## src/source/arcade_pkg.sv

```systemverilog
// ~~~~~~~~~~~~~~~~~~~~~~~~~~~~~~
// Arcade shell types: game variant, player controls,
// host status word and the PIA input port bundle
// ~~~~~~~~~~~~~~~~~~~~~~~~~~~~~~
package arcade_pkg;

	// Game variant selected by the host
	typedef enum logic [1:0] {
		defender = 2'd0,
		colony7  = 2'd1,
		mayday   = 2'd2,
		jin      = 2'd3
	} game_e;

	// Decoded player one controls
	typedef struct packed {
		logic up;
		logic down;
		logic left;
		logic right;
		logic fire_a;
		logic fire_b;
		logic fire_c;
		logic fire_d;
		logic coin1;
		logic coin2;
		logic start1;
		logic start2;
	} player_t;

	// Host status bits
	typedef struct packed {
		logic       reset_req;    // Host reset request
		logic       auto_up;
		logic       advance_btn;
		logic       hs_reset_btn; // High score reset
		logic [2:0] dip;
		logic       spare;
	} status_t;

	// What the game core sees on its PIAs
	typedef struct packed {
		logic [7:0] input0;
		logic [7:0] input1;
		logic [7:0] input2;
		logic       mayday;      // Protection enable
		logic [1:0] orientation; // [left/right, landscape/portrait]
	} pia_ports_t;

	localparam int PULSE_LEN = 4096; // Service pulse, in clk_sys cycles
	localparam int PULSE_W   = $clog2(PULSE_LEN + 1);

endpackage

```

## src/source/control_mapper.sv

```systemverilog
// ~~~~~~~~~~~~~~~~~~~~~~~~~~~~~~
// Per-variant mapping of controls and DIPs
// onto the three PIA input bytes
// ~~~~~~~~~~~~~~~~~~~~~~~~~~~~~~
`timescale 1ns/1ps

module control_mapper (
	input  arcade_pkg::game_e      variant,
	input  arcade_pkg::player_t    controls,
	input  arcade_pkg::status_t    status,
	input  logic                   advance,
	input  logic                   hs_reset,
	output arcade_pkg::pia_ports_t ports
);
	import arcade_pkg::*;

	always_comb begin
		ports             = '0;
		ports.orientation = 2'd2; // Landscape unless the game says otherwise

		case (variant)
			defender: begin
				// Coin, score reset, advance, auto up
				ports.input0 = {3'b000, controls.coin1, hs_reset, 1'b0, advance,
					status.auto_up};
				ports.input1 = {controls.down, controls.left | controls.right,
					controls.start1, controls.start2, controls.fire_d,
					controls.fire_c, controls.fire_b, controls.fire_a};
				ports.input2 = {7'b0000000, controls.up};
			end

			colony7: begin
				ports.orientation = 2'd1;
				ports.input0 = {3'b000, controls.coin1, 2'b00, status.dip[1:0]}; // Bonus, lives
				ports.input1 = {controls.fire_b, controls.fire_a, controls.start1,
					controls.start2, controls.up, controls.left, controls.right,
					controls.down};
				ports.input2 = {7'b0000000, controls.fire_c};
			end

			mayday: begin
				ports.mayday = 1'b1;
				ports.input0 = {2'b00, controls.coin2, controls.coin1, 1'b0, hs_reset,
					advance, status.auto_up};
				ports.input1 = {controls.down, 1'b0, controls.start1, controls.start2,
					controls.fire_b, controls.fire_c, controls.right, controls.fire_a};
				ports.input2 = {7'b0000000, controls.up};
			end

			jin: begin
				ports.orientation = 2'd3;
				ports.input0 = {3'b000, controls.coin2, controls.coin1, 3'b000};
				ports.input1 = {controls.fire_b, controls.fire_a, controls.start1,
					controls.start2, controls.right, controls.left, controls.down,
					controls.up};
				// Level DIPs are active low, lives DIP is not
				ports.input2 = {1'b0, ~status.dip[2:1], 1'b0, status.dip[0], 3'b000};
			end

			default: ;
		endcase
	end

endmodule

```

## config.mk

```make
export PLATFORM = sky130hd
export DESIGN_NAME = control_mapper
export DESIGN_NICKNAME = d
export VERILOG_FILES = /design/src/source/arcade_pkg.sv /design/src/source/control_mapper.sv
export SDC_FILE = /design/constraint.sdc
export NUM_CORES = 1
export LEC_CHECK = 0
export BUFFER_PORTS_ARGS = -buffer_cell sky130_fd_sc_hd__buf_2
export CAP_MARGIN = 20
export CORE_AREA = 2 2 39 41
export DETAILED_ROUTE_END_ITERATION = 12
export DIE_AREA = 0 0 41 43
export MAX_ROUTING_LAYER = met4
export PLACE_DENSITY = 0.7
export SYNTH_ARGS = -nofsm -noshare
export SYNTH_HDL_FRONTEND = slang
export SYNTH_SLANG_ARGS = --single-unit
```

## constraint.sdc

```tcl
create_clock -name vclk -period 1.2
set_input_delay 0.24 -clock vclk [all_inputs]
set_output_delay 0.24 -clock vclk [all_outputs]
set_load 0.05 [all_outputs]
```

Word level (Yosys, flattened, before mapping)
Cells that the tools add are included. Widths: inputs -> output; s select.

Bits in registers: 0. Bits of input ports: 24.

Mux-type cells: 3. Reductions and logical operators: 1. Bitwise operators: 2. Equality and inequality tests: 3.

Operators by type and width (number): $pmux 24 s4 (1); $eq 2x2->1 const B (2); $pmux 2 s2 (1); $eq 2x1->1 const B (1); $logic_not 2->1 (1); $not 2->2 (1); $mux 1 (1); $or 1x1->1 (1).

Logic depth before layout (Yosys ltp)
Word-level depth: 2. Mapped depth: 4.

Worst setup path after synthesis
Ideal clock, no wire load.

Kind: input to output. Start point: input port variant[0]. End point: output port ports[17] (netlist name). Data arrival time: 1.697 ns. Slack: -0.737 ns. Cell stages on the path: 3. Required time: 0.960 ns. Path through: buf_6 -> buf_8 -> o31ai_1.

RTL lines: start: declaration (line control_mapper.sv:8) `input arcade_pkg::game_e variant,`; end: declaration (line control_mapper.sv:13) `output arcade_pkg::pia_ports_t ports`.

==> qor.txt <==
status = finished, final reports clean
routed wire length = 921 um
first-pass GRT wire length = 1.34 mm
placed inst area = 562 um^2
max-cap viol count = 0
Cells after Synth = 43
area leader, netlist = buf_4
DRC = 0
placed insts = 95
Non-Filler Instances = 96
die width = 41 um
Core Area = 1380 um^2
Worst path slowest cell = mux2_4
post-synthesis cell area = 325 um^2
Initial DRT Pass Iterations = 2
CP bufs+invs = 3
synthesis warning total = 0
WL/cell = 9.59 um
P_leak = 0.000364 uW
combinational share of power = 1.000
max incr delay on CP = 0.29 ns
Layout area overhead = 116%
TNS Setup = 0 ns
worst path cell trace = buf_12 -> buf_8 -> mux2_4 -> buf_6
VDD IR-drop max = 356 uV
Commonest cells post-synth = 9 x buf_4, 6 x mux2i_1, 4 x nor2_1
Syn Area/Cell = 7.57 um^2
IO Pins = 51
share of the synthesized area in the top cell type = 0.208
total power = 460 uW
Switching Share = 0.624
worst endpoint data arrival time = 0.94 ns
Site Rows = 14
crit start category = primary input
Via Count = 411
HPWL after detailed placement = 745 um
CP endpoint kind = output pin
clock power share = 0
sequential fraction of the synthesis area = 0
total die area = 1760 um^2
number of global-route vias before repair = 330
library cells used by synthesis = 23
Layout Nets = 106
sequential cell count = 0
largest net degree at the start of global routing = 12
internal power = 173 uW
IO buf count = 37
final hold vios = 0
Max Fclk = 844 MHz
Min-Delay Path Class = primary input to output pin
Net Sw Power = 287 uW
family with the most delay on the worst path = buffers and inverters
grt ovf = 0
Critical Path RT = 0.96 ns
power density of the placed cells = 654 nW/um^2
post-route ant nets = 0
# clk buffers = 0
post-route minimum period = 1.18 ns
power share of the sequential group = 0
Die H = 43 um
most common cell in the netlist = buf_4
kind of critical path = primary input to output pin
RSZ-0062 raised after global routing = no
n_diodes = 0
initial antenna violation count = 0
Tot GR Track Use = 0.107
register area = 0 um^2
DRT iter0 DRCs = 2
gpl congestion = 0.666
layout cell share with drive strength beyond 1 = 0.825
effective utilization at floorplan = 0.235
final cycle utilization of the critical path = 0.987
largest cells by area after synthesis = buf_4 21%, mux2i_1 18%, mux2_4 9.2%
Final setup viols = 0
via/cell ratio = 4.28
design area = 703 um^2
Final Max Slew Viols = 0
worst-path maximum fanout = 11
-- through the flow --
stage,util,hold WS (ns),setup slack (ns)
finish,0.508,0.480,0.0156
global route,0.508,0.480,0.00159
CTS,0.471,0.481,0.00412
detailed placement,0.406,0.481,-0.275
global placement,0.406,0.481,-0.244
floorplan,-,0.647,-0.162
-- what timing repair did --
item                       in CTS  in global routing
hold endpoints to repair        0                  0
cloned                          0                  0
pin swaps                       0                  1
resized for setup              24                 14
setup endpoints to repair      18                 11
buffers inserted                1                  0
hold buffers                    0                  0
-- power by group through the flow --
stage / clock network (uW) / logic (uW) / registers, uW
after CTS: 0 / 438 / 0
after floorplan: 0 / 345 / 0
after global placement: 0 / 387 / 0
after detailed placement: 0 / 391 / 0
after global routing: 0 / 482 / 0
final: 0 / 460 / 0
-- metal layers --
layer / track usage / share of wire / routed length (um) / up-vias
met5: - / 0 / 0 / -
met4: 0 / 0 / 0 / 0
met2: 0.203 / 0.57 / 522 / 22
met3: 0 / 0.097 / 89 / 0
li1: - / - / - / 206
met1: 0.125 / 0.33 / 308 / 183
-- final cells by class --
type / instances / area [um^2]
fill: 146 / 681
multi-input combinational: 34 / 348
timing repair buffer: 44 / 328
tap: 16 / 20.0
inverter: 2 / 7.51
-- cells in the final DEF (no fill, tap or decap), types with 2 or more instances in the layout --
| master | synthesis | routed |
|---|---|---|
| buf_4 | 9 | 13 |
| mux2_4 | 2 | 2 |
| conb_1 | 1 | 6 |
| nor2_1 | 4 | 3 |
| buf_2 | 0 | 21 |
| mux2i_4 | 0 | 4 |
| buf_8 | 1 | 2 |
| a22o_2 | 0 | 3 |
| and2_4 | 0 | 2 |
| buf_6 | 1 | 6 |
-- cell families (layout without fill, tap and decap cells) --
logic type / Yosys count / after routing / share of synthesized area
AO/OA/AOI/OAI: 6 / 6 / 0.135
buffers and inverters: 14 / 46 / 0.323
multiplexers: 9 / 9 / 0.312
other: 1 / 6 / 0.0115
AND/OR/NAND/NOR: 13 / 13 / 0.219
-- final timing paths --
check | start | cells past startpoint | end
setup / recovery | variant[0] | 4 | ports[13]
hold / removal | controls[0] | 0 | ports[15]
Power figures use the tool's default switching activity.
