===== src/source/arcade_pkg.sv =====
// ~~~~~~~~~~~~~~~~~~~~~~~~~~~~~~
// Arcade shell types: game variant, player controls,
// host status word and the PIA input port bundle
// ~~~~~~~~~~~~~~~~~~~~~~~~~~~~~~
package arcade_pkg;

	// Game variant selected by the host
	typedef enum logic [1:0] {
		defender = 2'd0,
		colony7  = 2'd1,
		mayday   = 2'd2,
		jin      = 2'd3
	} game_e;

	// Decoded player one controls
	typedef struct packed {
		logic up;
		logic down;
		logic left;
		logic right;
		logic fire_a;
		logic fire_b;
		logic fire_c;
		logic fire_d;
		logic coin1;
		logic coin2;
		logic start1;
		logic start2;
	} player_t;

	// Host status bits
	typedef struct packed {
		logic       reset_req;    // Host reset request
		logic       auto_up;
		logic       advance_btn;
		logic       hs_reset_btn; // High score reset
		logic [2:0] dip;
		logic       spare;
	} status_t;

	// What the game core sees on its PIAs
	typedef struct packed {
		logic [7:0] input0;
		logic [7:0] input1;
		logic [7:0] input2;
		logic       mayday;      // Protection enable
		logic [1:0] orientation; // [left/right, landscape/portrait]
	} pia_ports_t;

	localparam int PULSE_LEN = 4096; // Service pulse, in clk_sys cycles
	localparam int PULSE_W   = $clog2(PULSE_LEN + 1);

endpackage


===== src/source/button_stretch.sv =====
// ~~~~~~~~~~~~~~~~~~~~~~~~~~~~~~
// Service button stretcher
// ~~~~~~~~~~~~~~~~~~~~~~~~~~~~~~
`timescale 1ns/1ps

module button_stretch (
	input  logic clk_sys,
	input  logic arst_n,
	input  logic btn,
	output logic pulse
);
	import arcade_pkg::*;

	logic               btn_q;
	logic               btn_qq;
	logic [PULSE_W-1:0] count;

	always_ff @(posedge clk_sys or negedge arst_n) begin
		if (!arst_n) begin
			btn_q  <= 1'b0;
			btn_qq <= 1'b0;
			count  <= '0;
		end else begin
			btn_q  <= btn;
			btn_qq <= btn_q;
			if (btn_q && !btn_qq)
				count <= PULSE_W'(PULSE_LEN); // Press restarts the count
			else if (count != '0)
				count <= count - 1'b1;
		end
	end

	assign pulse = (count != '0);

endmodule


===== config.mk =====
export PLATFORM = sky130hd
export DESIGN_NAME = button_stretch
export DESIGN_NICKNAME = d
export VERILOG_FILES = /design/src/source/arcade_pkg.sv /design/src/source/button_stretch.sv
export SDC_FILE = /design/constraint.sdc
export NUM_CORES = 1
export LEC_CHECK = 0
export BUFFER_PORTS_ARGS = -buffer_cell sky130_fd_sc_hd__buf_2
export CORE_MARGIN = 2
export CORE_UTILIZATION = 54
export CTS_CLUSTER_DIAMETER = 50
export CTS_CLUSTER_SIZE = 16
export DETAILED_ROUTE_END_ITERATION = 10
export GPL_ROUTABILITY_DRIVEN = 0
export PLACE_DENSITY = 0.72
export RECOVER_POWER = 25
export REMOVE_ABC_BUFFERS = 1
export SYNTH_ARGS = -nofsm -noshare
export SYNTH_HDL_FRONTEND = slang
export SYNTH_SLANG_ARGS = --single-unit

===== constraint.sdc =====
create_clock -name clk_sys -period 2.3 [get_ports clk_sys]
set_input_delay 0.46 -clock clk_sys [delete_from_list [all_inputs] [get_ports clk_sys]]
set_output_delay 0.46 -clock clk_sys [all_outputs]
set_load 0.1 [all_outputs]

* Yosys cells after proc, flatten, opt, wreduce, memory -nomap -nowiden
Index checks and enable logic that the tools add are counted.
Operators by class: $add $sub $neg 1, mux-type cells 2, reductions and logical operators 4
Operators by type and width (number):
- 13-bit 2-to-1 mux | 2
- 13-bit nonzero test | 1
- 13-bit by 1-bit subtractor with 13-bit output (second input constant) | 1
- 2-bit nonzero test | 1
- 1-bit logical AND | 1
- 1-bit logical NOT | 1
Storage, ports and cells: bits in registers 15, output and inout bits 1

* Logic depth before layout (Yosys ltp)
word-level depth 3, mapped depth 6

* Least setup slack after synthesis
Ideal clock, no wire load.
path kind register to register, start point register count[0], end point register count[0], setup time 0.132 ns, data arrival time 2.193 ns, data required time 2.168 ns, slack -0.025 ns, cell stages (with the launch flop) 7, period minus slack after synthesis 2.325 ns, cells stage by stage dfrtp_1 > inv_1 > ha_1 > nor2b_1 > nand4_2 > xnor2_1 > nor2_1
On the way: elaborated cells on any way between the ends 5, those cells by class add/sub: 1; mux: 2; reduce/logical: 2
RTL lines:
- start: declaration | line button_stretch.sv:16 | logic [PULSE_W-1:0] count;
- start signal: assignment | line button_stretch.sv:27 | count <= PULSE_W'(PULSE_LEN);
- start signal: assignment | line button_stretch.sv:29 | count <= count - 1'b1;
- 13-bit nonzero test
- net pulse | line button_stretch.sv:10 | output logic pulse
- 2-bit nonzero test (no line)
The timed path passes the listed nets, and every way through them passes these cells. The select of a mux whose other input is x is not followed. A chain may end at the register's enable or synchronous reset.

* Worst setup path after layout
start point register count[0], end point output pulse
On the way: longest elaborated chain between the ends 1
Ends and longest elaborated chain:
- 13-bit nonzero test | line button_stretch.sv:33 | assign pulse = (count != '0);
- end: declaration | line button_stretch.sv:10
No other way between the ends.

==> qor.yml <==
fmax_mhz: 463
avgViaCountPerCell: 5.96
first_iter_violations: 17
grt_most_used_layer: "met2"
p_clk_share_pct: 13.0
synthArstFlopShare_pct: 100
crit_family: "flip-flops"
synth-edff-count: 0
first_global_vias: 618
clk_latency_ns: 0.29
globalRouteMet2Util_pct: 31.6
dp_hpwl_um: 1150
arrival_ns: 1.70
grtUsageMet3_pct: 3.83
slew_viol_final: 0
syn_avg_cell_area_um2: 10.2
worstMarginPinSlew_ns: 0.766
initial_core_util_pct: 56.1
path_class: "flop to output port"
min_period_ns: 2.16
fin_worst_skew_ns: 0.000502
fin_hold_ws_ns: 0.210
setup_ws_ns: 0.138
dp_slack_ns: 0.353
setup_viol: 0
dr_total_vias: 632
use_met1_pct: 26.9
cts_tree: "yes"
overflow: 0
cts-buffers-inserted: 3
fp-row-count: 14
clkSinkCount: 15
root_buffer: "clkbuf_4"
cp_max_fo: 4
drtPass1Iterations: 6
run_status: "complete, no violations"
final_area_um2: 913
seq_area_frac_synth_pct: 45.5
period_share_pct: 94.0
core_um2: 1470
antenna_cells: 0
ys_ff_latch: 15
final_cell_mix: "dfrtp_1, nor2_1, nand2_1"
synthCells: 81
route.final.wire_length_um: 1550
drive_above_1_share_pct: 17.8
synth_ff_type: "dfrtp_1"
rsz0062_at_grt: "no"
holdBufCountCts: 0
die_h_um: 43.1
routedWlPerCell_um: 14.6
fin_util_pct: 62.1
internal_power_uw: 671
dp_cells: 102
relSlewSlack_pct: 49.0
layout.nets: 96
final_cells: 106
placed_area_um2: 880
drcViolationCount: 0
io_pins: 4
grt_pass1_wl_um: 2760
hold_violations: 0
syn_area_um2: 826
crit_path_start_kind: "flop"
powerDensity_nw_per_um2: 1280
area_delta_synth_final_pct: 10.6
critPathCaptureType: "output port"
layout_commonest_cell: "dfrtp_1"
peakVddDrop_uv: 640
yosys.cell_types.count: 30
combPwrFrac_pct: 45.4
total_power_mw: 1.17
yosys_warnings: 0
seqPwrFrac_pct: 41.6
crit_path_cell_trace: "inv_1 > ha_1 > nor2b_1 > nand4_2 > buf_4"
antenna_left: 0
clockBufferDepth: 2
cts_setup_buffers: 0
antenna_found_initial: 0
finalSetupTns_ns: 0
swShare_pct: 42.6
track_usage_pct: 20.7
p_leak_nw: 0.398
htreeDepth: 1
hold_class: "input port to async pin"
cap_violations: 0
worst-path-buf-inv: 2
die_area_um2: 1860
grt_max_degree: 16
critPathSlowestCell: "dfrtp_1"
io_buffers: 3
cts.clk_slew.worst_paths_ns: 0.08
die_x_um: 43.1
p_switching_uw: 497
slowest_delay_ns: 0.45
worstPathRequired_ns: 1.84
## synth_stat cells, types with 2 or more instances
library cell	number	area share (%)
a41o_1	2	2.4
nor2b_1	3	2.3
nor2_1	10	4.5
dfrtp_1	15	45
inv_1	3	1.4
a21oi_1	4	2.4
nand2_1	9	4.1
nand2b_1	2	1.5
xnor2_1	3	3.2
nand3_1	2	1.2
o31ai_1	3	2.7
ha_1	2	3.0
nor4_4	2	5.2
nor3_1	4	2.4
a31oi_1	2	1.5
## final timing paths
path | cells after the start | to | slack [ns] | startpoint
max | 5 | pulse | 0.14 | count[0]
min | 1 | count[2] | 0.21 | arst_n
max reg2reg | 6 | count[10] | 0.41 | count[0]
min reg2reg | 0 | btn_qq | 0.41 | btn_q
max in group asynchronous | 1 | count[1] | 1.61 | arst_n
min in group clk_sys | 1 | btn_q | 0.27 | btn
## timing repair
item / 4_1_cts / 5_1_grt
resized for setup: 1 / 2
setup endpoints to repair: 1 / 1
endpoints found under the hold margin: 0 / 0
## registers in the layout, indices dropped and copies added, names as in the netlist
signal  count
count      13
btn_q       1
btn_qq      1
## cell type report
| class | count | area, um^2 |
|---|---|---|
| Sequential cell | 15 | 375 |
| Tap cell | 16 | 20.0 |
| Inverter | 3 | 11.3 |
| Clock buffer | 4 | 26.3 |
| Fill cell | 124 | 558 |
| Timing Repair Buffer | 6 | 38.8 |
| Multi-Input combinational cell | 62 | 442 |
## worst register-to-register path: stages (launching register included)
cell and delay (ns):
dfrtp_1 0.45, inv_1 0.11, ha_1 0.23, or3b_4 0.44, a211oi_4 0.28, a21oi_1 0.10
a31o_1 0.19
## metal layers
layer	vias up	part of all wire, %
met1	301	48
li1	312	-
met3	4	3.7
met2	15	46
met5	-	0
met4	0	2.0
## power by group through the flow
stage / Clock [mW] / Combinational, mW / Sequential (mW)
final: 0.152 / 0.530 / 0.486
after global routing: 0.168 / 0.586 / 0.504
after CTS: 0.158 / 0.534 / 0.484
after detailed placement: 0 / 0.521 / 0.487
after global placement: 0 / 0.510 / 0.477
after floorplan: 0 / 0.420 / 0.459
## logic make-up after synthesis
group	count (synthesis)	share of synthesized area [%]
mux	1	1.21
simple gates	38	28.0
fa+ha+maj	2	3.03
flops	15	45.5
compound gates	18	17.3
buf+inv	4	1.82
xor+xnor	3	3.18
Power figures use the tool's default switching activity.
