**src/source/audio_dac.sv**
```systemverilog
// ~~~~~~~~~~~~~~~~~~~~~~~~~~~~~~
// First-order sigma-delta audio DAC
// ~~~~~~~~~~~~~~~~~~~~~~~~~~~~~~
`timescale 1ns/1ps

module audio_dac (
	input  logic        clk_sys,
	input  logic        arst_n,
	input  logic [15:0] level,
	output logic        dac_out
);

	logic [15:0] acc;
	logic [16:0] sum;

	assign sum = {1'b0, acc} + {1'b0, level};

	// Carry rate tracks level / 65536
	always_ff @(posedge clk_sys or negedge arst_n) begin
		if (!arst_n) begin
			acc     <= '0;
			dac_out <= 1'b0;
		end else begin
			acc     <= sum[15:0];
			dac_out <= sum[16];
		end
	end

endmodule

```
**config.mk**
```make
export PLATFORM = sky130hd
export DESIGN_NAME = audio_dac
export DESIGN_NICKNAME = d
export VERILOG_FILES = /design/src/source/audio_dac.sv
export SDC_FILE = /design/constraint.sdc
export NUM_CORES = 1
export LEC_CHECK = 0
export BUFFER_PORTS_ARGS = -buffer_cell sky130_fd_sc_hd__buf_2
export CORE_UTILIZATION = 55
export DETAILED_ROUTE_END_ITERATION = 16
export PLACE_DENSITY = 0.77
export SETUP_SLACK_MARGIN = 0.1
export SLEW_MARGIN = 20
export SYNTH_ARGS = -nofsm -noshare
export SYNTH_HDL_FRONTEND = slang
export SYNTH_SLANG_ARGS = --single-unit
```
**constraint.sdc**
```tcl
create_clock -name clk_sys -period 6.82 [get_ports clk_sys]
set_clock_uncertainty 0.2 [all_clocks]
set_input_delay 0 -clock clk_sys [delete_from_list [all_inputs] [get_ports clk_sys]]
set_output_delay 0 -clock clk_sys [all_outputs]
set_load 0.005 [all_outputs]
```
* Word level (Yosys, flattened, before mapping) *
Index checks and enable logic that the tools add are counted.

cells by class
  $add $sub $neg = 1

operators by type and width
  operator        count
  $add 16x16->17  1

word-level totals
  flip-flop bits (word level) = 17
  input bits = 18
  output and inout bits = 1
  word-level logic and storage cells = 3

* Logic depth before layout (Yosys ltp) *
Gate-level depths: netlist of run 1.

  word-level depth = 1
  mapped depth = 7
  mapped depth without buffers = 7

* Worst setup path after synthesis of run 1 *
No wires, ideal clock.

  kind = reg2reg
  start = register acc[0]
  end = register dac_out
  library setup time = 0.128 ns
  arrival = 1.879 ns
  required time = 6.492 ns
  path slack = 4.613 ns
  cell stages (with the launch flop) = 8
  buffers on the path = 0
  period minus slack after synthesis = 2.207 ns
  cells stage by stage = dfrtp_1 > ha_1 > fa_1 > a21o_1 > a221oi_2 > o21ai_2 > a21oi_2 > o21ai_0

between the ends
  longest elaborated chain between the ends = 1

ends and longest elaborated chain
  what                    line  RTL
  start, declared         13    logic [15:0] acc;
  start signal, assigned  24    acc <= sum[15:0];
  $add 16x16->17          16    assign sum = {1'b0, acc} + {1'b0, level};
  net sum[16]             14    logic [16:0] sum;
  end signal, assigned    25    dac_out <= sum[16];
  end, declared           10    output logic dac_out

The timed path passes the listed nets, and every way through them passes these cells.

* Final worst setup path of run 1 *
  start = input level[0]
  end = register acc[14]

between the ends
  longest elaborated chain between the ends = 1

ends and longest elaborated chain
  what             line  RTL
  start, declared  9     input logic [15:0] level,
  $add 16x16->17   16
  net sum[14]      14

The timed path passes the listed nets, and every way through them passes these cells.

==> flow_metrics.env, run 1 <==
export IMPL_netlist_area_um2=1280
export IMPL_antenna_found_initial=0
export IMPL_synth_top_cells_by_area="sky130_fd_sc_hd__dfrtp_1 (33%), sky130_fd_sc_hd__ha_1 (16%), sky130_fd_sc_hd__a21o_1 (5.3%)"
export IMPL_final_period_utilization_pct=35.0
export IMPL_synthesis_nets=162
export IMPL_viasPerCell=5.95
export IMPL_run_status="complete, no violations"
export IMPL_timing_critical_path_to_type="flip-flop"
export IMPL_worstHoldPathCells=5
export IMPL_dieHeight_um=50.3
export IMPL_max_cap_viol_count=0
export IMPL_n_fill_cell=174
export IMPL_clock_sinks=17
export IMPL_portbufs=18
export IMPL_worst_r2r_setup_slack_ns=4.44
export IMPL_r2r_end="acc[14]"
export IMPL_cts_h_tree_depth=1
export IMPL_via_count_of_the_first_global_routing_pass=1005
export IMPL_ctsLongestPathBuffers=2
export IMPL_die_width_um=50.3
export IMPL_area_growth_pct=18.5
export IMPL_layout_common_cells="sky130_fd_sc_hd__buf_2 (18), sky130_fd_sc_hd__dfrtp_1 (17), sky130_fd_sc_hd__ha_1 (16), sky130_fd_sc_hd__dlygate4sd3_1 (13), sky130_fd_sc_hd__a21o_1 (9)"
export IMPL_launch_point_of_the_worst_hold_path="level[14]"
export IMPL_grtUsageMet2_pct=36.7
export IMPL_synth_seq_area_share_pct=33.2
export IMPL_yosys_warn_count=0
export IMPL_num_io_pins=19
export IMPL_grt_use_total_pct=23.3
export IMPL_cp_data_arrival_time_ns=2.37
export IMPL_clk_transition_reported_paths_ns=0.10
export IMPL_detailedRoute_firstPassIterationCount=4
export IMPL_post_route_cells_drive_above_1_share_pct=17.5
export IMPL_delay_of_the_slowest_critical_path_stage_ns=0.54
export IMPL_startpoint_type="primary input"
export IMPL_num_rows=17
export IMPL_worstPathMaxFanout=3
export IMPL_insertedDiodeCount=0
export IMPL_count_of_routing_violations_after_the_opening_detailed_route_iteration=27
export IMPL_post_cts_setup_buffer_count=0
export IMPL_fin_crit_ns=2.38
export IMPL_hold_path_class="in -> reg"
export IMPL_timing_critical_path_slowest_stage_cell="sky130_fd_sc_hd__dlygate4sd3_1"
export IMPL_slew_violations=0
export IMPL_worstSkewPairLatency_ns=0.29
export IMPL_design_die_area_um2=2530
export IMPL_fin_nets=190
export IMPL_cp_data_required_time_ns=6.81
export IMPL_setup_tns_ns=0
export IMPL_cts_resized=0
export IMPL_yosys_most_used_dff="sky130_fd_sc_hd__dfrtp_1"
export IMPL_slew_headroom_pct=47.0
export IMPL_vdd_ir_drop_max_mv=0.258
export IMPL_rr_startpoint="acc[0]"
export IMPL_synth_area_per_cell_um2=10.1
export IMPL_route_antenna_remaining_nets=0
export IMPL_rsz0062_at_grt="no"
export IMPL_core_region_area_um2=2210
export IMPL_leakage_nw=0.731
export IMPL_cell_taking_the_most_area_after_synthesis="sky130_fd_sc_hd__dfrtp_1"
export IMPL_netlist_area_leader_share_pct=33.2
export IMPL_use_met1_pct=30.8
export IMPL_grt_use_met3_pct=3.94
export IMPL_hold_worst_path_end="acc[15]"
export IMPL_post_dp_cell_area_um2=1360
export IMPL_cts_buffers_inserted=3
export IMPL_worst_slew_pin_slew_ns=0.793
export IMPL_synthDistinctLibCells=40
export IMPL_route_detailed_drc=0
export IMPL_cts_hold_buffers=13
export IMPL_power_per_cell_area_nw_per_um2=459
export IMPL_wirelength_mm=2.53
export IMPL_reg2reg_depth=6
export IMPL_detailed_place_hpwl_mm=1.82
export IMPL_synth_edff_count=0
export IMPL_synthArstFlopShare_pct=100
export IMPL_clock_tree_root_cell="sky130_fd_sc_hd__clkbuf_4"
export IMPL_num_vias=1083
export IMPL_start_util_pct=57.9
export IMPL_maximum_number_of_pins_on_one_net_before_global_route_repair=18
export IMPL_grt_overflow=0
export IMPL_cts_tree="built"
export IMPL_hold_ws_ns=0.0266
export IMPL_worstPathCellList="dlygate4sd3_1 > buf_2 > ha_1 > fa_1 > a21o_1 > a221oi_2 > o21ai_2 > o311ai_1"
export IMPL_grt_most_used_layer="met2"
export IMPL_netlist_instances=127
export IMPL_max_freq_ghz=0.419
export IMPL_wire_length_of_the_first_global_routing_pass_mm=4.35
export IMPL_synth_seq_cells=17
export IMPL_report_final_hold_viol_count=0
export IMPL_worstSetupPathType="in -> reg"
export IMPL_mostFrequentLayoutCell="sky130_fd_sc_hd__buf_2"
export IMPL_detail_route_wl_per_cell_um=13.9
export IMPL_finalSetupViolCount=0
export IMPL_final_cell_area_um2=1520
export IMPL_finalWeightedCongestion=0.857
[flip-flops by register name, summed over array words and instances, names as in the netlist]
| signal | count |
|---|---|
| acc | 16 |
| dac_out | 1 |
[per-layer routing]
metal | vias to the layer above | share of wire [%] | wire [um]
li1 | 543 | - | -
met1 | 511 | 48 | 1200
met2 | 27 | 48 | 1220
met3 | 2 | 3.5 | 89
met4 | 0 | 0.67 | 17
met5 | - | 0 | 0
[logic make-up after synthesis]
group           count (synthesis)  synth area share (%)
flops                          17                  33.2
compound gates                 44                  26.7
buf+inv                        12                  4.69
fa+ha+maj                      17                  17.2
simple gates                   27                  11.4
xor+xnor                       10                  6.84
[area by class of cell]
cell class	count	area (um2)	area share, %
multi-input cells	98	796	52.4
flip-flops and latches	17	425	28.0
repair buffers	31	220	14.5
well taps	28	35.0	2.31
clock buffers	4	26.3	1.73
inverters	4	15.0	0.989
[synth_stat cells, types with 2 or more instances]
| cell | n |
|---|---|
| sky130_fd_sc_hd__nor3_1 | 3 |
| sky130_fd_sc_hd__a41oi_1 | 2 |
| sky130_fd_sc_hd__inv_1 | 4 |
| sky130_fd_sc_hd__and3_1 | 4 |
| sky130_fd_sc_hd__dfrtp_1 | 17 |
| sky130_fd_sc_hd__xor2_1 | 4 |
| sky130_fd_sc_hd__xnor2_1 | 6 |
| sky130_fd_sc_hd__buf_2 | 6 |
| sky130_fd_sc_hd__nand3_1 | 3 |
| sky130_fd_sc_hd__o21ai_0 | 4 |
| sky130_fd_sc_hd__a21o_1 | 9 |
| sky130_fd_sc_hd__a21oi_2 | 2 |
| sky130_fd_sc_hd__a211oi_1 | 4 |
| sky130_fd_sc_hd__ha_1 | 16 |
| sky130_fd_sc_hd__nor2b_1 | 2 |
| sky130_fd_sc_hd__nand4_1 | 2 |
| sky130_fd_sc_hd__nand2_1 | 4 |
| sky130_fd_sc_hd__a21oi_1 | 6 |
| sky130_fd_sc_hd__nor4_1 | 3 |
| sky130_fd_sc_hd__nor2_1 | 3 |
| sky130_fd_sc_hd__a221oi_2 | 2 |
| sky130_fd_sc_hd__o211ai_1 | 3 |
[how the worst max path moves through the flow]
| stage | startpoint | slack [ns] | cells past startpoint | endpoint |
|---|---|---|---|---|
| floorplan | acc[0] | 4.61 | 7 | dac_out |
| global placement | acc[0] | 4.54 | 7 | dac_out |
| detailed placement | acc[0] | 4.45 | 6 | acc[14] |
| CTS | acc[0] | 4.42 | 6 | acc[14] |
| global route | acc[0] | 4.29 | 6 | acc[14] |
| finish | level[0] | 4.44 | 8 | acc[14] |
[report_power, final]
part           switching [W]  internal (W)
Sequential         0.0000168      0.000158
Combinational       0.000257      0.000210
Clock              0.0000318     0.0000228
Total               0.000306      0.000390
[metrics by stage]
step | power (W) | setup slack, ns | cells | utilization, %
after floorplan | 0.000550 | 4.61 | 127 | -
after global placement | 0.000608 | 4.54 | 165 | 61.5
after detailed placement | 0.000624 | 4.45 | 165 | 61.5
after CTS | 0.000697 | 4.42 | 182 | 68.6
after global routing | 0.000763 | 4.29 | 182 | 68.6
final | 0.000696 | 4.44 | 182 | 68.6
[critical path, delay by kind of cell]
| kind | cells | cell delay [ns] |
|---|---|---|
| AO/OA/AOI/OAI | 4 | 1.07 |
| buffers and inverters | 2 | 0.66 |
| adder cells (fa/ha/maj) | 2 | 0.64 |
No activity file was read; power rests on OpenSTA's default activity.
==> run 2, diff against run 1 <==
Clock period 6.82 ns to 2.4 ns, I/O delays scaled along.
==> run 2 against run 1 <==
Net effect: power grew to 3.0 times the previous value; register-to-register slack got worse by 4.3 ns; clock power grew to 3.0 times the previous value; routed wire length rose by 12%; non-clock buffer count increased by 3; largest power group unchanged; utilization rose by 2.7 points; clock-buffer cell count is 1 lower; via count grew 5.1%; sequential power grew to 2.9 times the previous value; cell count rose by 1.6%.
==> flow_metrics.env, run 2 (same netlist as run 1, synthesis figures left out) <==
export IMPL_hold_ws_ns=0.0308
export IMPL_fin_nets=193
export IMPL_clock_tree_root_cell="sky130_fd_sc_hd__clkbuf_4"
export IMPL_worst_slew_pin_slew_ns=0.822
export IMPL_grt_overflow=0
export IMPL_num_rows=17
export IMPL_portbufs=18
export IMPL_mostFrequentLayoutCell="sky130_fd_sc_hd__buf_2"
export IMPL_cts_buffers_inserted=3
export IMPL_wirelength_mm=2.84
export IMPL_detailedRoute_firstPassIterationCount=4
export IMPL_n_fill_cell=171
export IMPL_post_layout_total_power_w=0.00210
export IMPL_cts_h_tree_depth=1
export IMPL_worstPathMaxFanout=3
export IMPL_cp_data_arrival_time_ns=2.23
export IMPL_design_die_area_um2=2530
export IMPL_clock_sinks=17
export IMPL_via_count_of_the_first_global_routing_pass=1046
export IMPL_cp_data_required_time_ns=2.38
export IMPL_wire_length_of_the_first_global_routing_pass_mm=4.58
export IMPL_max_freq_ghz=0.444
export IMPL_setup_tns_ns=0
export IMPL_timing_critical_path_to_type="flip-flop"
export IMPL_layout_common_cells="sky130_fd_sc_hd__buf_2 (18), sky130_fd_sc_hd__dfrtp_1 (17), sky130_fd_sc_hd__ha_1 (15), sky130_fd_sc_hd__dlygate4sd3_1 (14), sky130_fd_sc_hd__a21o_1 (9)"
export IMPL_start_util_pct=57.9
export IMPL_grtUsageMet2_pct=38.7
export IMPL_detailed_place_hpwl_mm=1.83
export IMPL_post_route_cells_drive_above_1_share_pct=22.3
export IMPL_startpoint_type="flip-flop"
export IMPL_area_used_by_sequential_logic_in_the_layout_um2=425
export IMPL_hold_path_class="in -> reg"
export IMPL_maximum_number_of_pins_on_one_net_before_global_route_repair=18
export IMPL_max_cap_viol_count=0
export IMPL_route_detailed_drc=0
export IMPL_insertedDiodeCount=0
export IMPL_viasPerCell=6.15
export IMPL_num_vias=1138
export IMPL_use_met1_pct=31.4
export IMPL_num_io_pins=19
export IMPL_count_of_routing_violations_after_the_opening_detailed_route_iteration=30
export IMPL_dieHeight_um=50.3
export IMPL_run_status="complete, no violations"
export IMPL_max_flop_register="acc"
export IMPL_grt_most_used_layer="met2"
export IMPL_fin_crit_ns=2.25
export IMPL_largest_register_ff_count=16
export IMPL_leakage_nw=0.750
export IMPL_multiInputGateArea_um2=828
export IMPL_cts_tree="built"
export IMPL_core_region_area_um2=2210
export IMPL_grt_use_total_pct=24.0
export IMPL_final_period_utilization_pct=93.8
export IMPL_post_place_ws_ns=0.0638
export IMPL_route_antenna_remaining_nets=0
export IMPL_slew_headroom_pct=45.0
export IMPL_area_growth_pct=23.0
export IMPL_vdd_ir_drop_max_mv=0.843
export IMPL_die_width_um=50.3
export IMPL_worstSetupPathType="reg -> reg"
export IMPL_report_final_hold_viol_count=0
export IMPL_biggestRegsByFlops="acc: 16 flops, dac_out: 1 flops"
export IMPL_rsz0062_at_grt="no"
export IMPL_clk_transition_reported_paths_ns=0.11
export IMPL_ctsLongestPathBuffers=2
export IMPL_grt_use_met3_pct=3.33
export IMPL_finalWeightedCongestion=0.848
export IMPL_util_after_layout_pct=71.3
export IMPL_slew_violations=0
export IMPL_detail_route_wl_per_cell_um=15.3
export IMPL_layout_setup_ws_ns=0.150
export IMPL_finalSetupViolCount=0
export IMPL_worstSkewPairLatency_ns=0.30
export IMPL_antenna_found_initial=0
export IMPL_power_per_cell_area_nw_per_um2=1330
==> run 2: layer usage <==
metal / vias up / wire [um]
met5: - / 0
met1: 549 / 1370
met4: 0 / 88
li1: 547 / -
met2: 34 / 1250
met3: 8 / 127
==> run 2: per-stage QoR <==
| step | cells | area [um2] |
|---|---|---|
| finish | 185 | 1580 |
| global route | 185 | 1580 |
| CTS | 184 | 1550 |
| detailed placement | 166 | 1370 |
| global placement | 166 | 1370 |
| floorplan | 127 | 1280 |
==> run 2: critical path, cell delays in order, from the launching register on <==
cell and delay, ns:
sky130_fd_sc_hd__dfrtp_1 0.38, sky130_fd_sc_hd__ha_2 0.20, sky130_fd_sc_hd__fa_2 0.35, sky130_fd_sc_hd__a21o_1 0.23, sky130_fd_sc_hd__a221oi_4 0.32, sky130_fd_sc_hd__o21bai_2 0.13, sky130_fd_sc_hd__nor4_1 0.23, sky130_fd_sc_hd__a211oi_1 0.09
==> run 2: path summary, 6_finish.rpt <==
path / startpoint / to / slack, ns / cells past startpoint
worst max-delay path: acc[0] / acc[10] / 0.15 / 7
worst min-delay path: level[8] / acc[8] / 0.03 / 3
worst max register to register: acc[0] / acc[10] / 0.15 / 7
worst min register to register: acc[0] / acc[0] / 0.31 / 1
max in group asynchronous: arst_n / acc[0] / 0.84 / 3
min in group asynchronous: arst_n / acc[10] / 0.65 / 3
==> run 2: power breakdown <==
part	total (W)	switching, W	internal (W)
logic	0.00144	0.000796	0.000640
registers	0.000499	0.0000498	0.000449
clock network	0.000161	0.0000990	0.0000620
==> run 2: timing repair <==
| item | CTS | global route |
|---|---|---|
| buffers inserted | 0 | 1 |
| hold endpoints to repair | 28 | 0 |
| setup endpoints to repair | 4 | 6 |
| pin swaps | 0 | 3 |
| gates resized for setup | 1 | 5 |
| hold buffers | 14 | 0 |
==> run 2: final cells by class <==
class	instances	area share (%)
Multi-Input combinational cell	98	52.5
Inverter	4	0.952
Timing Repair Buffer	34	15.6
Sequential cell	17	27.0
Clock buffer	3	1.43
Tap cell	28	2.22
Clock inverter	1	0.317
