**config.mk**
```make
export PLATFORM = sky130hd
export DESIGN_NAME = rom_loader
export DESIGN_NICKNAME = d
export VERILOG_FILES = /design/src/source/loader_pkg.sv /design/src/source/rom_loader.sv
export SDC_FILE = /design/constraint.sdc
export NUM_CORES = 1
export LEC_CHECK = 0
export BUFFER_PORTS_ARGS = -buffer_cell sky130_fd_sc_hd__buf_2
export CAP_MARGIN = 40
export CELL_PAD_IN_SITES_DETAIL_PLACEMENT = 1
export CELL_PAD_IN_SITES_GLOBAL_PLACEMENT = 1
export CORE_ASPECT_RATIO = 0.5
export CORE_MARGIN = 2
export CORE_UTILIZATION = 27
export DETAILED_ROUTE_END_ITERATION = 16
export PLACE_DENSITY = 0.81
export SETUP_SLACK_MARGIN = 0.5
export SYNTH_ARGS = -nofsm -noshare
export SYNTH_HDL_FRONTEND = slang
export SYNTH_SLANG_ARGS = --single-unit
```
**constraint.sdc**
```tcl
create_clock -name clk_sys -period 0.8 [get_ports clk_sys]
set_input_delay 0.16 -clock clk_sys [delete_from_list [all_inputs] [get_ports clk_sys]]
set_output_delay 0.16 -clock clk_sys [all_outputs]
set_load 0.005 [all_outputs]
```
**src/source/loader_pkg.sv**
```systemverilog
// ~~~~~~~~~~~~~~~~~~~~~~~~~~~~~~
// ROM download stream and ROM region layout
// ~~~~~~~~~~~~~~~~~~~~~~~~~~~~~~
package loader_pkg;

	// Byte stream from the host download link
	typedef struct packed {
		logic        download; // High for a whole download
		logic [7:0]  index;
		logic        wr;       // One cycle per byte
		logic [15:0] addr;
		logic [7:0]  data;
	} dl_t;

	// Write port into the ROM store
	typedef struct packed {
		logic        main_we;
		logic        snd_we;
		logic [14:0] addr;
		logic [7:0]  data;
	} rom_wr_t;

	// Download image layout
	//   0000-6FFF main cpu program
	//   7000-73FF decoder
	//   7400-7BFF sound cpu
	localparam int          MAIN_SIZE = 29696;
	localparam logic [15:0] SND_BASE  = 16'h7400;
	localparam int          SND_SIZE  = 2048;
	localparam logic [7:0]  ROM_INDEX = 8'h00;

	localparam int MAIN_AW = $clog2(MAIN_SIZE);
	localparam int SND_AW  = $clog2(SND_SIZE);

endpackage

```
**src/source/rom_loader.sv**
```systemverilog
// ~~~~~~~~~~~~~~~~~~~~~~~~~~~~~~
// ROM download router and core reset control
// ~~~~~~~~~~~~~~~~~~~~~~~~~~~~~~
`timescale 1ns/1ps

module rom_loader (
	input  logic                clk_sys,
	input  logic                arst_n,
	input  loader_pkg::dl_t     dl,
	input  logic                reset_req,
	output loader_pkg::rom_wr_t rom_wr,
	output logic                rom_loaded,
	output logic                core_reset
);
	import loader_pkg::*;

	logic        rom_hit;
	logic        main_hit;
	logic        snd_hit;
	logic [15:0] snd_off;

	logic        main_we_q;
	logic        snd_we_q;
	logic [14:0] addr_q;
	logic [7:0]  data_q;
	logic        download_q;

	assign rom_hit  = dl.download && dl.wr && (dl.index == ROM_INDEX);
	assign snd_off  = dl.addr - SND_BASE;
	assign main_hit = rom_hit && (dl.addr < SND_BASE);
	assign snd_hit  = rom_hit && (dl.addr >= SND_BASE) && (snd_off < 16'(SND_SIZE));

	always_ff @(posedge clk_sys or negedge arst_n) begin
		if (!arst_n) begin
			main_we_q <= 1'b0;
			snd_we_q  <= 1'b0;
		end else begin
			main_we_q <= main_hit;
			snd_we_q  <= snd_hit;
		end
	end

	// Sound bytes land at their offset within the sound region
	always_ff @(posedge clk_sys) begin
		addr_q <= main_hit ? dl.addr[14:0] : snd_off[14:0];
		data_q <= dl.data;
	end

	always_comb begin
		rom_wr.main_we = main_we_q;
		rom_wr.snd_we  = snd_we_q;
		rom_wr.addr    = addr_q;
		rom_wr.data    = data_q;
	end

	// Game stays in reset until a full download has gone by
	always_ff @(posedge clk_sys or negedge arst_n) begin
		if (!arst_n) begin
			download_q <= 1'b0;
			rom_loaded <= 1'b0;
			core_reset <= 1'b1;
		end else begin
			download_q <= dl.download;
			if (download_q && !dl.download)
				rom_loaded <= 1'b1; // End of download
			core_reset <= reset_req | dl.download | ~rom_loaded;
		end
	end

endmodule

```
[Word-level counts from Yosys, hierarchy flattened]
Index checks and enable logic that the tools add are counted.
Cells by class
  $add $sub $neg: 1
  $lt $le $gt $ge: 3
  multiplexer cells: 1
  bitwise gates (word level): 3
  reductions and logical operators: 8
Operators by type and width (number)
  greater-or-equal comparator 16 x 15 -> 1 bit (second input constant): 1
  < comparator 16 x 12 -> 1 bit (second input constant): 1
  < comparator 16 x 15 -> 1 bit (second input constant): 1
  subtractor 16 x 15 -> 16 bit (second input constant): 1
  2-to-1 mux 15 bit: 1
  zero test 8 bit: 1
  logical AND 1 bit: 6
  bitwise OR 1 bit: 2
  zero test 1 bit: 1
  inverter 1 bit: 1
Storage, ports and cells
  flip-flop bits (word level): 28
  bits of input ports: 37
  output and inout bits: 27
  logic and storage cells: 23

[Depth between registers and ports, before layout]
Gate-level depths: netlist of run 1.
  depth in word-level cells: 4
  mapped depth: 7
  depth with buffers taken out: 6

[Worst setup path after synthesis of run 1]
OpenSTA, ideal clock, no wires.
  kind: in2reg
  from: in dl[18] (netlist bit)
  to: reg addr_q[12]
  setup time: 0.059 ns
  arrival time: 1.312 ns
  slack: -0.571 ns
  stages on the path: 7
  path through: inv_1 > ha_1 > nand4b_1 > and4_1 > buf_6 > or3_1 > nand2_1
Between the ends
  cells in the longest elaborated chain, start to end: 3
Ends and longest elaborated chain
  start: declaration: RTL line rom_loader.sv:9  | input loader_pkg::dl_t dl,
  < comparator 16 x 15 -> 1 bit: RTL line rom_loader.sv:30  | assign main_hit = rom_hit && (dl.addr < SND_BASE);
  logical AND 1 bit: RTL line rom_loader.sv:30
  2-to-1 mux 15 bit *: RTL line rom_loader.sv:45  | addr_q <= main_hit ? dl.addr[14:0] : snd_off[14:0];
  end signal: assignment: RTL line rom_loader.sv:45
  end: declaration: RTL line rom_loader.sv:24  | logic [14:0] addr_q;
Every way passes the cells marked *; elsewhere a longest branch is shown, timed or not.
A chain may end at the register's enable or synchronous reset.

[Worst setup path in the final report of run 1]
  from: in dl[31] (netlist bit)
  to: reg addr_q[13]
Between the ends
  cells in the longest elaborated chain, start to end: 4
Ends and longest elaborated chain
  zero test 8 bit: RTL line rom_loader.sv:28  | assign rom_hit = dl.download && dl.wr && (dl.index == ROM_INDEX);
  logical AND 1 bit: RTL line rom_loader.sv:28
  logical AND 1 bit: RTL line rom_loader.sv:30
  2-to-1 mux 15 bit: RTL line rom_loader.sv:45
Every way passes these cells.

==> results of run 1 <==
[path summary, 6_finish.rpt]
check                                            start                endpoint  slack (ns)  cells after the start
max in group asynchronous                       arst_n    core_reset$_DFF_PN1_        0.90                      1
worst min register to register    download_q$_DFF_PN0_  rom_loaded$_DFFE_PN0P_        0.48                      1
worst max-delay path                            dl[31]      addr_q[13]$_DFF_P_       -0.27                      6
min in group clk_sys                             dl[8]       addr_q[0]$_DFF_P_       -0.02                      1
worst min-delay path                            arst_n     main_we_q$_DFF_PN0_       -0.32                      1
worst max register to register  rom_loaded$_DFFE_PN0P_  rom_loaded$_DFFE_PN0P_       -0.09                      3
[cell type report]
cell class,instances,area (sq um),area share
tap,40,50.0,0.0295
clock buffer,4,66.3,0.0390
timing repair buffer,82,581,0.342
inverter,3,28.8,0.0169
multi-input combinational,37,359,0.211
sequential,28,614,0.362
[timing repair]
action / in CTS / in global routing
setup endpoints to repair: 36 / 36
pin swaps: 11 / 4
buffers inserted: 3 / 5
hold endpoints to repair: 23 / 23
resized for setup: 33 / 13
[through the flow]
step	cells	setup TNS, ns	instance area [sq um]
2_1_floorplan	71	-1.81	927
4_1_cts	189	-3.49	1590
3_5_place_dp	182	-3.99	1340
3_3_place_gp	182	-3.64	1340
5_1_grt	194	-4.71	1700
6_report	194	-3.69	1700
[placed cells by master (no fill, tap or decap), types with 2 or more instances in the layout]
cell type  synthesis  layout
buf_2              0      49
dfxtp_2            0      22
buf_6              1      18
buf_4              2      13
nand2_1            9       6
dfrtp_1            4       4
nand2_2            0       3
nor2_1             5       3
clkbuf_8           0       3
nor4_4             0       2
nor2_4             0       2
[kinds of logic after synthesis]
| family | after synthesis |
|---|---|
| DFF | 28 |
| and+or+nand+nor | 26 |
| AOI/OAI and AO/OA | 6 |
| buffers and inverters | 6 |
| xor gates and xnor gates | 3 |
| muxes | 1 |
| adders and majority gates | 1 |
[critical path: cells and delay by family]
kind	cells	cell delay, ns
XOR/XNOR	1	0.15
AND/OR/NAND/NOR	3	0.69
buffers and inverters	2	0.24
[layer usage]
metal	wire length, um	global-route usage	vias up
li1	-	-	399
met1	1270	0.196	426
met4	158	0.105	0
met2	1840	0.376	41
met3	174	0.0495	16
met5	0	0	-
[sequential cells by signal, indices dropped and copies added, names as in the netlist]
register / count
core_reset: 1
rom_loaded: 1
addr_q: 15
snd_we_q: 1
download_q: 1
data_q: 8
main_we_q: 1
[report_power, final]
group / leakage (uW) / switching [uW] / internal [uW]
registers: 0.000253 / 26.0 / 1490
logic: 0.000507 / 204 / 278
clock network: 0.0000339 / 429 / 545
==> impl_metrics.json, run 1 <==
{
  "synth_top_family_by_area": "simple AND/OR/NAND/NOR gates",
  "viasPerCell": 4.55,
  "hp-class": "in2async",
  "synth_warnings": 0,
  "synthSimpleGateAreaFrac": 0.160,
  "die_h_um": 43.5,
  "timing.final.crit_share": 1.34,
  "max_stage_delay_ns": 0.33,
  "worstMarginPinSlew_ns": 0.281,
  "drt_iter0_markers": 20,
  "synth_area_per_cell_sq_um": 11.9,
  "cts-buffers-inserted": 3,
  "final-setup-viol-count": 35,
  "final_antenna_net_count": 0,
  "wl_per_cell_um": 17.8,
  "dp_worst_setup_slack_ns": -0.669,
  "antenna_found_initial": 0,
  "yosysMostFrequentCell": "dfxtp_1",
  "synth_area_leaders": "dfxtp_1 (55%), dfrtp_1 (12%), nand2_1 (4.0%)",
  "netlist_area_sq_um": 843,
  "critPathKind": "in2reg",
  "totalWireLength_um": 3450,
  "max-slew-margin-rel": 0.813,
  "skew_ns": 0.000256,
  "whs_ns": -0.317,
  "cp_max_fo": 6,
  "drcViolationCount": 0,
  "start_kind": "input pin",
  "ir_drop_v": 0.00101,
  "endpoint_kind": "flip-flop",
  "critPathSlowestCell": "nor4bb_4",
  "power_density_mw_per_mm2": 1750,
  "ys_ff_latch": 28,
  "firstDrtPassIters": 4,
  "finalWeightedCongestion": 0.718,
  "grt-ovfl-total": 0,
  "fp.dieW_um": 83.0,
  "status": "finished with violations",
  "ys_async_sr_fraction": 0.179,
  "area_growth_pct": 101,
  "ios": 64,
  "start_util": 0.282,
  "clk_latency_ns": 0.27,
  "synth_compound_area_frac": 0.0415,
  "synth_top_area_cell": "dfxtp_1",
  "synthesis.nets": 109,
  "cp.required_ns": 0.97,
  "worst_slack_ns": -0.272,
  "cap_violations": 0,
  "grt_max_degree": 17,
  "final_util": 0.567,
  "row_count": 14,
  "clk_pin_slew_ns": 0.09,
  "cp_data_arrival_time_ns": 1.24,
  "synth-adder-area-share": 0.0148,
  "dp_hpwl_um": 2080,
  "syn_inst": 71,
  "power_uw": 2970,
  "synth_edf_count": 0,
  "core_sq_mm": 0.00300,
  "report.final.hold_viol_count": 22,
  "synth_seq_area_share": 0.696,
  "ys.flop_type": "dfxtp_1",
  "synthMuxAreaShare": 0.0119,
  "cp_cell_sequence": "buf_6 > nor4bb_4 > and4_4 > buf_4 > nor2_4 > xor2_1",
  "tritoncts": "built",
  "layout-drive-gt1-share": 0.838,
  "max_freq_mhz": 933,
  "fillers": 318,
  "drv_slew": 0,
  "final_nets": 193,
  "synthXorXnorAreaFrac": 0.0312,
  "grtUsageTotal": 0.193,
  "vias": 882,
  "cts-root-buf": "clkbuf_8",
  "rsz0062_at_grt": "true",
  "antenna_cells": 0,
  "htree_num_levels": 1,
  "violations": "negative hold slack, negative setup slack",
  "grt_pass1_wl_um": 5240,
  "grt_pass1_vias": 992,
  "synth_top_area_frac": 0.546,
  "p_leak_uw": 0.000794,
  "port_buffers": 63,
  "ys_types": 24,
  "dieArea_sq_mm": 0.00361,
  "clock-sinks": 28,
  "yosys-top-cells-count": "dfxtp_1 (23), nand2_1 (9), nor2_1 (5), dfrtp_1 (4)",
  "clockBufferDepth": 2,
  "period_needed_ns": 1.07
}
Note: power is estimated with default switching activity, not from simulation.
==> inputs of run 2 (changes only) <==
CORE_MARGIN = 10   (was 2)
CTS_CLUSTER_DIAMETER = 50   (was unset)
==> run 2 against run 1 <==
Against the previous run: highest routed layer unchanged; the flow still finishes with violations (negative hold slack, negative setup slack); clock power increased by 4%; largest cell class is now buffers; global-route usage down 7.3 points; final area up 3.2%; flip-flop and latch count unchanged; die area rose by 63%; worst hold slack worse by 0.0082 ns; critical endpoint is now core_reset; fmax down 3.2%; core utilization increased by 1.8 points; largest power group unchanged; non-clock buffer count is 4 higher.
==> impl_metrics.json, run 2 (synthesized netlist as in run 1, its figures left out) <==
{
  "status": "finished with violations",
  "violations": "negative hold slack, negative setup slack",
  "crit_start": "core_reset$_DFF_PN1_",
  "clk_latency_ns": 0.28,
  "top_register": "addr_q",
  "grt_max_degree": 17,
  "critPathSlowestCell": "dfstp_2",
  "rsz0062_at_grt": "true",
  "multiInputGateArea_sq_um": 313,
  "final-setup-viol-count": 34,
  "r2r_setup_slack_ns": -0.08,
  "row_count": 14,
  "fp.dieW_um": 99.0,
  "wl_per_cell_um": 19.8,
  "critPathTopFamily": "flip-flops",
  "clock-sinks": 28,
  "dieArea_sq_mm": 0.00589,
  "start_util": 0.282,
  "die_h_um": 59.5,
  "largest_reg_flops": 15,
  "cp.required_ns": 0.64,
  "htree_num_levels": 1,
  "r2r_start": "rom_loaded$_DFFE_PN0P_",
  "max_stage_delay_ns": 0.56,
  "final_nets": 197,
  "layout-drive-gt1-share": 0.823,
  "timing.setup.tns_ns": -3.69,
  "final_antenna_net_count": 0,
  "max-slew-margin-rel": 0.820,
  "p_leak_uw": 0.000824,
  "reg2reg_depth": 3,
  "vias": 886,
  "area_growth_pct": 108,
  "grt_pass1_vias": 996,
  "report.final.hold_viol_count": 23,
  "antenna_found_initial": 0,
  "grt_pass1_wl_um": 5400,
  "critPathKind": "reg2out",
  "power_density_mw_per_mm2": 1740,
  "design_area_sq_mm": 0.00175,
  "timing.final.crit_share": 1.38,
  "cp_max_fo": 1,
  "totalWireLength_um": 3920,
  "regArea_sq_um": 614,
  "grtUsageTotal": 0.120,
  "endpoint_kind": "output pin",
  "clk_pin_slew_ns": 0.10,
  "period_needed_ns": 1.11,
  "antenna_cells": 0,
  "final_cell_mix": "buf_2 (37), buf_6 (29), dfxtp_2 (22)",
  "cts-root-buf": "clkbuf_8",
  "cp_num_cells": 1,
  "cts-buffers-inserted": 3,
  "port_buffers": 63,
  "grt-ovfl-total": 0,
  "worstMarginPinSlew_ns": 0.269,
  "hp-class": "in2async",
  "cp_data_arrival_time_ns": 0.95,
  "whs_ns": -0.325,
  "ir_drop_v": 0.000897,
  "max_freq_mhz": 903,
  "drt_iter0_markers": 24,
  "dp_worst_setup_slack_ns": -0.656,
  "path_buf_inv": 1,
  "tritoncts": "built",
  "final_common_cell": "buf_2",
  "clockBufferDepth": 2,
  "r2r-end": "rom_loaded$_DFFE_PN0P_",
  "drv_slew": 0,
  "placed_area_sq_mm": 0.00136,
  "ios": 64,
  "drcViolationCount": 0,
  "largestRegisters": "addr_q: 15 flops, data_q: 8 flops",
  "worst_slack_ns": -0.307,
  "core_sq_mm": 0.00300,
  "skew_ns": 0.000239,
  "firstDrtPassIters": 4,
  "start_kind": "flip-flop",
  "cp_cell_sequence": "buf_6",
  "cap_violations": 0,
  "finalWeightedCongestion": 0.820,
  "fillers": 320,
  "dp_hpwl_um": 2550,
  "viasPerCell": 4.47,
  "power_uw": 3060
}
run 2: cell types whose count changed in the layout (fill, tap and decap cells not counted), sizes merged:
cell	previous run	this run
buf	82	86
run 2: cell type report:
class | count | area share
clock buffer | 4 | 0.0378
tap | 40 | 0.0285
multi-input combinational | 37 | 0.178
timing repair buffer | 86 | 0.389
sequential | 28 | 0.350
inverter | 3 | 0.0164
run 2: power by group:
| group | internal [uW] | switching [uW] | leakage, uW | total, uW |
|---|---|---|---|---|
| clock | 546 | 468 | 0.0000339 | 1010 |
| sequential | 1490 | 35.6 | 0.000253 | 1520 |
| combinational | 320 | 199 | 0.000537 | 519 |
| total | 2350 | 703 | 0.000824 | 3060 |
run 2: worst max-delay path by stage:
| stage | to |
|---|---|
| after global routing | core_reset |
| after detailed placement | addr_q[14]$_DFF_P_ |
| after CTS | core_reset |
| after floorplan | addr_q[12]$_DFF_P_ |
| final | core_reset |
| after global placement | addr_q[13]$_DFF_P_ |
run 2: through the flow:
step | utilization | std cells
4_1_cts | 0.541 | 193
3_5_place_dp | 0.455 | 185
5_1_grt | 0.586 | 198
6_report | 0.586 | 198
3_3_place_gp | 0.455 | 185
2_1_floorplan | - | 71
run 2: metal layers:
layer,GRT usage,vias to the layer above,wire length [um],share of wire
li1,-,408,-,-
met1,0.118,440,1360,0.35
met2,0.229,30,2240,0.57
met3,0.0338,8,220,0.056
met4,0.0649,0,110,0.028
met5,0,-,0,0
run 2: repair_timing:
action                     in CTS  in global routing
pin swaps                       9                  4
buffers inserted                4                  5
hold endpoints to repair       23                 23
setup endpoints to repair      36                 36
resized for setup              33                 18
